[src/video_geom_pkg.sv]
package video_geom_pkg;

	// raster geometry of one sprite line
	localparam int LINE_PIX_DEF = 512;
	localparam int XADDR_W = 9;
	localparam int PIX_W = 8;

	// position within a line, covers 512
	typedef logic [XADDR_W-1:0] xaddr_t;

	// palette index for gfx, border and output
	typedef logic [PIX_W-1:0] pix_t;

	// step right with wrap at line end
	function automatic xaddr_t xaddr_inc(xaddr_t x, int line_pix);
		return (x == xaddr_t'(line_pix - 1)) ? '0 : x + 1'b1;
	endfunction

	// step left, wraps to the last column
	function automatic xaddr_t xaddr_dec(xaddr_t x, int line_pix);
		return (x == '0) ? xaddr_t'(line_pix - 1) : x - 1'b1;
	endfunction

endpackage

[src/ts_fmt_pkg.sv]
package ts_fmt_pkg;

	// sprite pixels are nibbles, eight to a fetched word
	localparam int TS_NIB_W = 4;
	localparam int TS_WORD_PIX = 8;
	localparam int TS_WORD_W = TS_NIB_W * TS_WORD_PIX;

	// width code, sprite is (code+1)*8 pixels wide
	typedef logic [2:0] ts_xsize_t;

	// palette bank
	typedef logic [TS_NIB_W-1:0] ts_pal_t;

	// colour within the bank
	typedef logic [TS_NIB_W-1:0] ts_nib_t;

	// fetched word, pixel 0 in the top nibble
	typedef logic [TS_WORD_W-1:0] ts_word_t;

	// buffered pixel as {bank, colour}
	typedef logic [2*TS_NIB_W-1:0] ts_pix_t;

	function automatic ts_pix_t ts_pix_make(ts_pal_t pal, ts_nib_t nib);
		return {pal, nib};
	endfunction

	// colour 0 lets the layer below show through
	function automatic logic ts_pix_opaque(ts_pix_t p);
		return p[TS_NIB_W-1:0] != '0;
	endfunction

endpackage

[src/ts_mixer.sv]
module ts_mixer #(
	parameter int LINE_PIX = video_geom_pkg::LINE_PIX_DEF
) (
	input  logic                   clk,
	input  logic                   arst_n,
	input  logic                   line_start,

	// pixel timing and graphics layer
	input  logic                   pix_stb,
	input  logic                   hvpix,
	input  video_geom_pkg::pix_t   gfx_pix,
	input  video_geom_pkg::pix_t   border,

	// line buffer read port
	output video_geom_pkg::xaddr_t rd_addr,
	output logic                   rd_stb,
	input  ts_fmt_pkg::ts_pix_t    rd_data,

	output video_geom_pkg::pix_t   vplex,
	output logic                   vplex_stb
);
	import video_geom_pkg::*;
	import ts_fmt_pkg::*;

	xaddr_t scan_x;
	logic stb_d;

	// graphics side, delayed to meet the buffer read
	logic hv_d;
	pix_t gfx_d;
	pix_t border_d;

	assign rd_addr = scan_x;
	assign rd_stb = pix_stb;

	always_ff @(posedge clk or negedge arst_n) begin
		if (!arst_n) begin
			scan_x <= '0;
			stb_d <= 1'b0;
			vplex_stb <= 1'b0;
		end else begin
			if (line_start)
				scan_x <= '0;
			else if (pix_stb)
				scan_x <= xaddr_inc(scan_x, LINE_PIX);

			stb_d <= pix_stb;
			vplex_stb <= stb_d;
		end
	end

	always_ff @(posedge clk) begin
		if (pix_stb) begin
			hv_d <= hvpix;
			gfx_d <= gfx_pix;
			border_d <= border;
		end
	end

	// border first, then an opaque sprite pixel, then graphics
	always_ff @(posedge clk) begin
		if (stb_d) begin
			if (!hv_d)
				vplex <= border_d;
			else if (ts_pix_opaque(rd_data))
				vplex <= pix_t'(rd_data);
			else
				vplex <= gfx_d;
		end
	end

endmodule

[config.mk]
export PLATFORM = sky130hd
export DESIGN_NAME = ts_mixer
export DESIGN_NICKNAME = d
export VERILOG_FILES = /design/src/video_geom_pkg.sv /design/src/ts_fmt_pkg.sv /design/src/ts_mixer.sv
export SDC_FILE = /design/constraint.sdc
export NUM_CORES = 1
export LEC_CHECK = 0
export CORE_MARGIN = 2
export CORE_UTILIZATION = 44
export CTS_CLUSTER_DIAMETER = 60
export DETAILED_ROUTE_END_ITERATION = 10
export DONT_BUFFER_PORTS = 1
export GPL_TIMING_DRIVEN = 0
export SLEW_MARGIN = 5
export SYNTH_ARGS = -nofsm -noshare
export SYNTH_HDL_FRONTEND = slang
export SYNTH_SLANG_ARGS = --single-unit
[constraint.sdc]
create_clock -name clk -period 3.5 [get_ports clk]
set_input_delay 0.7 -clock clk [delete_from_list [all_inputs] [get_ports clk]]
set_output_delay 0.7 -clock clk [all_outputs]
set_load 0.01 [all_outputs]
==> reports/metrics.cfg <==
[status]
status=finished clean

[cts]
cts_hold_buf=0
cts.sink_count=36
cts_resized=0
htreeDepth=2
cts_buffers=5
cts_tree=yes
root_buffer=clkbuf_4
max-clock-path-buffers=2
clkSlewWorstSetupHoldPaths_ps=100
clk_latency_ps=330
postCtsSetupBuffers=0

[power]
vdd_drop_max_v=0.000210
power_per_cell_area_nw_per_um2=514
p_leak_nw=0.582

[yosys]
synth_cell_types=29
synth_ff_type=edfxtp_1
synthArstFlopShare_pct=30.6
synthesis.nets=141
synthCells=110
synth-edff-count=25
syn_avg_cell_area_um2=13.5
ys_ff_latch=36
seq_area_frac_synth_pct=69.0
yosysWarnings=0
netlist_area_um2=1490

[routing]
drt_first_pass_iters=4
ant_nets=0
via_per_inst=5.45
post-route-drc-count=0
wire_per_inst_um=16.3
vias=893
drt_iter0_markers=31
wirelength_um=2680

[cells_and_area]
n_antenna_cell=0
area_growth_pct=8.92
multi_input_area_um2=435
final_common_cell=edfxtp_1
mostFrequentLayoutCells=edfxtp_1 (25), a21oi_1 (16), nor2_1 (15), dfrtp_1 (11), mux2i_1 (6)
nFillCells=294
final_nets=148
stdcell_count=164
seq_area_um2=1030
drive_above_1_share_pct=9.32

[global_routing]
first_global_vias=889
antenna_found_initial=0
gr-usage-met2_pct=23.0
use_met1_pct=20.0
grt_pass1_wl_um=4500
met3_usage_pct=6.70
grt_usage_pct=15.4
overflow=0
grt_max_degree=22
grt_busiest_layer=met2

[floorplan]
num_rows=21
die_area_um2=3860
coreArea_um2=3280
ios=48
die_w_um=62.1
start_util_pct=45.3
die_h_um=62.1

[setup_path]
crit_type=register to register
cp-end-kind=register
start_kind=register
critPathMaxFanout=7
arrival_ps=2360
worst-endpoint-required_ps=3760

[worst_hold_path]
min_path_type=input port to async pin

[timing]
clock.fmax_mhz=477
slew_viol_final=0
finalHoldViolCount=0
tightest_slew_ps=592
max-slew-margin-rel_pct=60.2
fin_setup_tns_ps=0
min_period_ps=2100
finClkSkew_ps=5.39
grt_setup_unrepaired=false
setup_viol=0
timing.final.crit_share_pct=59.9

[run]
max_cap_viol_count=0

[place]
io_buffers=0
placed_cells=156
place_congestion=0.756
hpwl_um=1900

[final cells by class]
type | instances | share of cell area [%]
flip-flops and latches | 36 | 63.4
multi-input cells | 69 | 26.9
well taps | 46 | 3.55
clock buffers | 5 | 2.32
clock inverters | 3 | 2.32
plain buffers | 5 | 1.55
[Yosys cell counts, drive strengths merged (2+ instances only)]
master | n | share of area (%)
dfrtp | 11 | 19
mux2i | 6 | 4.0
buf | 3 | 1.2
nand3 | 3 | 1.0
a21oi | 16 | 5.4
clkbuf | 2 | 0.51
ha | 2 | 1.7
nor2 | 15 | 3.8
edfxtp | 25 | 51
nand2b | 4 | 1.7
o211ai | 2 | 1.0
nand4 | 2 | 1.3
nor2b | 2 | 0.84
nand2 | 3 | 0.76
o21ai | 3 | 1.0
[worst paths after layout]
check / startpoint / cells after the start / endpoint / slack [ps]
max in group asynchronous: arst_n / 0 / rd_addr[1] / 3390
max reg2reg: rd_addr[0] / 7 / rd_addr[7] / 1400
min in group clk: pix_stb / 0 / stb_d / 390
max: rd_addr[0] / 7 / rd_addr[7] / 1400
min: arst_n / 0 / rd_addr[8] / 50
min reg2reg: border_d[5] / 2 / vplex[5] / 580
[through the flow]
| stage | worst slack (ps) | util (%) | area [um^2] | total power (W) | hold slack (ps) |
|---|---|---|---|---|---|
| floorplan | 1650 | - | 1490 | 0.000552 | 404 |
| global placement | 1480 | 47.0 | 1540 | 0.000562 | 405 |
| detailed placement | 1440 | 47.0 | 1540 | 0.000565 | 405 |
| CTS | 1390 | 49.3 | 1620 | 0.000844 | 27.9 |
| global route | 1270 | 49.3 | 1620 | 0.000873 | 7.86 |
| finish | 1400 | 49.3 | 1620 | 0.000832 | 47.4 |
[worst max-delay path, stage by stage (launching register included)]
cell	delay (ps)
dfrtp_1	490
ha_1	290
nand3_1	90
nor2_1	50
ha_1	260
nor2b_1	220
or4b_1	480
a21oi_1	160
[flip-flops by register name, summed over array words and instances, names as in the netlist]
signal,cells
rd_addr,9
border_d,8
gfx_d,8
vplex,8
hv_d,1
stb_d,1
vplex_stb,1
[cells by family after synthesis]
kind of cell / Yosys count / share of synthesized area [%]
and+or+nand+nor: 35 / 13.4
buffers and inverters: 5 / 1.68
AOI/OAI and AO/OA: 26 / 10.2
adders and majority gates: 2 / 1.68
muxes: 6 / 4.04
DFF: 36 / 69.0
[where the power goes]
part	switching [W]	leakage, nW	internal [W]
clock network	0.000132	0.0403	0.000146
registers	0.0000251	0.392	0.000493
logic	0.0000201	0.150	0.0000160
[metal layers]
metal,routed length [um],part of all wire (%),up-vias
li1,-,-,433
met1,1180,44,416
met3,205,7.7,4
met4,22,0.82,0
met5,0,0,-
met2,1270,47,40
(Power assumes the default switching activity.)
