[src/video_geom_pkg.sv]
package video_geom_pkg;

	// raster geometry of one sprite line
	localparam int LINE_PIX_DEF = 512;
	localparam int XADDR_W = 9;
	localparam int PIX_W = 8;

	// position within a line, covers 512
	typedef logic [XADDR_W-1:0] xaddr_t;

	// palette index for gfx, border and output
	typedef logic [PIX_W-1:0] pix_t;

	// step right with wrap at line end
	function automatic xaddr_t xaddr_inc(xaddr_t x, int line_pix);
		return (x == xaddr_t'(line_pix - 1)) ? '0 : x + 1'b1;
	endfunction

	// step left, wraps to the last column
	function automatic xaddr_t xaddr_dec(xaddr_t x, int line_pix);
		return (x == '0) ? xaddr_t'(line_pix - 1) : x - 1'b1;
	endfunction

endpackage

[src/ts_fmt_pkg.sv]
package ts_fmt_pkg;

	// sprite pixels are nibbles, eight to a fetched word
	localparam int TS_NIB_W = 4;
	localparam int TS_WORD_PIX = 8;
	localparam int TS_WORD_W = TS_NIB_W * TS_WORD_PIX;

	// width code, sprite is (code+1)*8 pixels wide
	typedef logic [2:0] ts_xsize_t;

	// palette bank
	typedef logic [TS_NIB_W-1:0] ts_pal_t;

	// colour within the bank
	typedef logic [TS_NIB_W-1:0] ts_nib_t;

	// fetched word, pixel 0 in the top nibble
	typedef logic [TS_WORD_W-1:0] ts_word_t;

	// buffered pixel as {bank, colour}
	typedef logic [2*TS_NIB_W-1:0] ts_pix_t;

	function automatic ts_pix_t ts_pix_make(ts_pal_t pal, ts_nib_t nib);
		return {pal, nib};
	endfunction

	// colour 0 lets the layer below show through
	function automatic logic ts_pix_opaque(ts_pix_t p);
		return p[TS_NIB_W-1:0] != '0;
	endfunction

endpackage

[src/ts_render.sv]
module ts_render #(
	parameter int LINE_PIX = video_geom_pkg::LINE_PIX_DEF
) (
	input  logic                   clk,
	input  logic                   arst_n,

	// sprite descriptor
	input  logic                   tsr_go,
	input  video_geom_pkg::xaddr_t tsr_x,
	input  ts_fmt_pkg::ts_xsize_t  tsr_xs,
	input  logic                   tsr_xf,
	input  ts_fmt_pkg::ts_pal_t    tsr_pal,

	// pixel memory
	output logic                   mem_req,
	input  logic                   mem_rdy,
	input  ts_fmt_pkg::ts_word_t   mem_data,

	output logic                   ts_busy,

	// line buffer write port
	output video_geom_pkg::xaddr_t wr_addr,
	output ts_fmt_pkg::ts_pix_t    wr_data,
	output logic                   wr_en
);
	import video_geom_pkg::*;
	import ts_fmt_pkg::*;

	typedef enum logic [1:0] {
		ST_IDLE,
		ST_FETCH,
		ST_WRITE
	} state_t;

	// one spare bit for the flipped start column
	localparam logic [XADDR_W:0] LINE_PIX_X = (XADDR_W+1)'(LINE_PIX);

	state_t state;
	ts_xsize_t words_left;
	logic [2:0] pix_cnt;

	ts_pal_t pal_q;
	logic flip_q;
	ts_word_t shreg;
	xaddr_t pos;

	logic [XADDR_W:0] flip_end;
	xaddr_t start_pos;
	logic accept;
	logic word_done;

	assign accept = tsr_go && !ts_busy;
	assign word_done = (state == ST_WRITE) && (&pix_cnt);

	// flipped sprites start at x + width - 1
	always_comb begin
		flip_end = {1'b0, tsr_x} + (XADDR_W+1)'({tsr_xs, 3'b111});
		if (flip_end >= LINE_PIX_X)
			flip_end = flip_end - LINE_PIX_X;
		start_pos = tsr_xf ? flip_end[XADDR_W-1:0] : tsr_x;
	end

	assign mem_req = (state == ST_FETCH);
	assign ts_busy = (state != ST_IDLE);

	// top nibble of the shift register is the pixel going out
	assign wr_addr = pos;
	assign wr_data = ts_pix_make(pal_q, shreg[TS_WORD_W-1 -: TS_NIB_W]);
	assign wr_en = (state == ST_WRITE) && ts_pix_opaque(wr_data);

	always_ff @(posedge clk or negedge arst_n) begin
		if (!arst_n) begin
			state <= ST_IDLE;
			words_left <= '0;
			pix_cnt <= '0;
		end else begin
			case (state)
				ST_IDLE: begin
					if (accept) begin
						state <= ST_FETCH;
						words_left <= tsr_xs;
					end
				end

				// hold the request until memory answers
				ST_FETCH: begin
					if (mem_rdy) begin
						state <= ST_WRITE;
						pix_cnt <= '0;
					end
				end

				ST_WRITE: begin
					pix_cnt <= pix_cnt + 1'b1;
					if (word_done) begin
						if (words_left == '0) begin
							state <= ST_IDLE;
						end else begin
							state <= ST_FETCH;
							words_left <= words_left - 1'b1;
						end
					end
				end

				default: state <= ST_IDLE;
			endcase
		end
	end

	// descriptor, fetched word and write position
	always_ff @(posedge clk) begin
		if (accept) begin
			pal_q <= tsr_pal;
			flip_q <= tsr_xf;
			pos <= start_pos;
		end

		if ((state == ST_FETCH) && mem_rdy) begin
			shreg <= mem_data;
		end else if (state == ST_WRITE) begin
			shreg <= shreg << TS_NIB_W;
			pos <= flip_q ? xaddr_dec(pos, LINE_PIX) : xaddr_inc(pos, LINE_PIX);
		end
	end

endmodule

[config.mk]
export PLATFORM = sky130hd
export DESIGN_NAME = ts_render
export DESIGN_NICKNAME = d
export VERILOG_FILES = /design/src/video_geom_pkg.sv /design/src/ts_fmt_pkg.sv /design/src/ts_render.sv
export SDC_FILE = /design/constraint.sdc
export NUM_CORES = 1
export LEC_CHECK = 0
export ABC_AREA = 1
export BUFFER_PORTS_ARGS = -buffer_cell sky130_fd_sc_hd__buf_2
export CAP_MARGIN = 20
export CORE_AREA = 2 2 99 101
export CTS_CLUSTER_DIAMETER = 80
export DETAILED_ROUTE_END_ITERATION = 8
export DIE_AREA = 0 0 101 103
export MAX_ROUTING_LAYER = met4
export PLACE_DENSITY_LB_ADDON = 0.08
export SLEW_MARGIN = 20
export SYNTH_ARGS = -nofsm -noshare
export SYNTH_HDL_FRONTEND = slang
export SYNTH_SLANG_ARGS = --single-unit
export TNS_END_PERCENT = 10
[constraint.sdc]
create_clock -name clk -period 2.3 [get_ports clk]
set_input_delay 0.115 -clock clk [delete_from_list [all_inputs] [get_ports clk]]
set_output_delay 0.115 -clock clk [all_outputs]
set_load 0.1 [all_outputs]
==> run_results.csv <==
group,metric,value,unit
cts,cts-htree-levels,2,
floorplanning,dieHeight,103,um
routing,via_count,2426,
worst_setup_path,cpPeakStageDelay,0.39,ns
logic_synthesis,syn_area_per_cell,9.74,um2
timing,worstMarginPinSlew,0.500,ns
placed_design,place.gp.congestion,0.888,
cells_and_area,final_common_cell,"buf_2",
placed_design,io_buffer_count,72,
power_and_ir_drop,internal-power,2820,uW
floorplanning,die-area,10400,um2
worst_setup_path,end_kind,"flop",
worst_setup_path,crit_required,2.56,ns
power_and_ir_drop,p_per_area,1490,nW/um2
cells_and_area,fillers,987,
worst_setup_path,crit_chain,"ha_1 > nand4_1 > nor2_1 > nand2_1 > nor2_1 > ha_1 > nor2_1 > inv_1 > a21oi_1 > o21ai_0 > a31oi_1",
min_path,hold_class,"in2reg",
worst_setup_path,crit_arrival,2.31,ns
timing,rsz0062_at_grt,"false",
power_and_ir_drop,power_leakage,0.00181,uW
routing,initialDrtViolationCount,92,
cts,postCtsResizedCells,0,
cells_and_area,n_antenna_cell,0,
floorplanning,num_rows,36,
cts,clock-root-buffer,"clkbuf_8",
floorplanning,core_area,9460,um2
power_and_ir_drop,vdd_ir_drop_max,0.656,mV
floorplanning,die_w,101,um
logic_synthesis,synth_edf_count,37,
worst_setup_path,crit_path_frequent_cell,"nor2_1",
power_and_ir_drop,switchingPower,2810,uW
timing,slew_headroom,66.9,%
cts,cts_buffers,5,
routing,wire_per_inst,12.9,um
timing,setup_viol,0,
timing,setup_ws,0.248,ns
logic_synthesis,yosys_warnings,0,
logic_synthesis,synth_seq_cells,54,
timing,max_freq,487,MHz
timing,hold_viol,0,
power_and_ir_drop,swShare,49.8,%
logic_synthesis,synth_async_sr_flop_share,14.8,%
logic_synthesis,seq_area_frac_synth,46.8,%
routing,wl,6680,um
grt,antenna_found_initial,0,
logic_synthesis,syn_nets,391,
cts,hold_buffers,5,
routing,drtPass1Iterations,4,
cts,cts_buffer_depth,2,
run_status,outcome,"finished, final reports clean",
worst_setup_path,start_kind,"flop",
timing,period_minus_slack,2.05,ns
worst_setup_path,cp_slowest_cell,"nor2_1",
run,max_cap_viol_count,0,
grt,grt_pass1_wl,10300,um
power_and_ir_drop,comb_power_share,55.8,%
logic_synthesis,synthCells,327,
power_and_ir_drop,clkPwrFrac,10.6,%
timing,setup-tns-final,0,ns
grt,grt_usage,13.0,%
cts,clock-sinks,54,
cells_and_area,syn_to_final_growth,19.0,%
cells_and_area,design_area,3790,um2
placed_design,dpl_worst_slack,0.283,ns
logic_synthesis,synth.cell_area,3190,um2
timing,finalCritPeriodShare,89.2,%
grt,grt_overflow_total,0,
worst_setup_path,cp_top_family,"simple AND/OR/NAND/NOR gates",
logic_synthesis,ys.flop_type,"edfxtp_1",
worst_setup_path,crit_buf_inv,1,
cells_and_area,final_cell_mix,"72 x buf_2, 50 x nand2_1, 41 x inv_1",
cts,path_clk_slew,0.12,ns
power_and_ir_drop,p_total,5630,uW
routing,viasPerCell,4.69,
cts,postCtsSetupRepairBufs,0,
floorplanning,start_util,33.7,%
placed_design,place_area,3640,um2
worst_setup_path,critical_path_class,"reg2reg",
cells_and_area,drive_above_1_share,32.3,%
cts,cts_tree,"built",
grt,grt_pass1_vias,2172,
placed_design,dp_hpwl,4870,um
grt,grt_max_degree,33,
floorplanning,ios,73,
routing,drcViolationCount,0,
cts,clkLatencyLatePin,0.32,ns
routing,drtAntennaViolNets,0,
timing,drv_slew,0,
power_and_ir_drop,p_seq_share,33.6,%
cells_and_area,num-nets-final,466,
timing,fin_skew,0.0137,ns
logic_synthesis,yosysUniqueCellTypes,37,
worst_setup_path,crit_path_max_fanout,6,
==> registers in the layout, summed over array words and instances (netlist names) <==
| signal | flops |
|---|---|
| wr_addr | 9 |
| shreg | 32 |
| state | 2 |
| flip_q | 1 |
| pal_q | 4 |
| pix_cnt | 3 |
| words_left | 3 |
==> layer usage <==
layer,up-vias,wire (um),global-route usage (%)
li1,1252,-,-
met1,1105,3130,17.1
met2,63,3180,21.2
met3,6,317,2.24
met4,0,57,3.12
met5,-,0,-
==> cell families (layout without fill, tap and decap cells) <==
family / after synthesis / after routing / synth area share (%)
muxes: 28 / 28 / 12.8
and+or+nand+nor: 113 / 113 / 15.8
adders and majority gates: 11 / 11 / 4.32
AOI/OAI and AO/OA: 55 / 55 / 9.70
xor gates and xnor gates: 7 / 7 / 1.92
buffers and inverters: 59 / 135 / 8.64
DFF: 54 / 54 / 46.8
==> area by class of cell <==
class	instances	area (um2)	share of cell area [%]
multi-input combinational	214	1430	37.6
clock buffer	5	68.8	1.82
inverter	45	169	4.46
timing repair buffer	82	460	12.1
sequential	54	1490	39.4
tap	114	143	3.76
clock inverter	3	28.8	0.759
==> synth_stat cells, types with 4 or more instances <==
| master | instances | area, um2 |
|---|---|---|
| buf_4 | 5 | 37.5 |
| edfxtp_1 | 37 | 1110 |
| inv_2 | 4 | 15.0 |
| o21ai_1 | 4 | 20.0 |
| nor2_1 | 25 | 93.8 |
| buf_6 | 4 | 45.0 |
| ha_1 | 11 | 138 |
| dfxtp_1 | 9 | 180 |
| nand2_1 | 51 | 191 |
| dfrtp_1 | 8 | 200 |
| nor2_2 | 4 | 25.0 |
| nand3_1 | 21 | 105 |
| inv_1 | 41 | 154 |
| nand4_1 | 4 | 25.0 |
| a21oi_1 | 25 | 125 |
| xor2_1 | 5 | 43.8 |
| o21ai_0 | 16 | 80.1 |
| mux2_4 | 25 | 375 |
==> power groups by stage <==
stage / combinational [uW] / clock (uW) / sequential (uW)
CTS: 3180 / 621 / 1900
global route: 3390 / 645 / 1960
finish: 3140 / 595 / 1890
detailed placement: 3160 / 0 / 1920
floorplan: 2040 / 0 / 2530
global placement: 3150 / 0 / 1900
==> final timing paths <==
| check | depth (start not counted) | slack, ns | start | endpoint |
|---|---|---|---|---|
| worst max-delay path | 11 | 0.25 | wr_addr[0]$_DFF_P_ | wr_addr[3]$_DFF_P_ |
| worst min-delay path | 2 | 0.02 | mem_rdy | state[0]$_DFFE_PN0P_ |
| worst max register to register | 11 | 0.25 | wr_addr[0]$_DFF_P_ | wr_addr[3]$_DFF_P_ |
| worst min register to register | 1 | 0.48 | pix_cnt[0]$_DFFE_PN0P_ | pix_cnt[0]$_DFFE_PN0P_ |
| max in group asynchronous | 2 | 1.96 | arst_n | pix_cnt[2]$_DFFE_PN0P_ |
| min in group asynchronous | 2 | 0.17 | arst_n | state[0]$_DFFE_PN0P_ |
==> metrics by stage <==
stage / instances / utilization, % / hold slack [ns]
floorplan: 327 / - / -0.181
CTS: 517 / 40.1 / 0.00598
global placement: 504 / 38.5 / -0.0261
detailed placement: 504 / 38.5 / -0.0273
global route: 517 / 40.1 / 0.0169
finish: 517 / 40.1 / 0.0198
(Power assumes the default switching activity.)
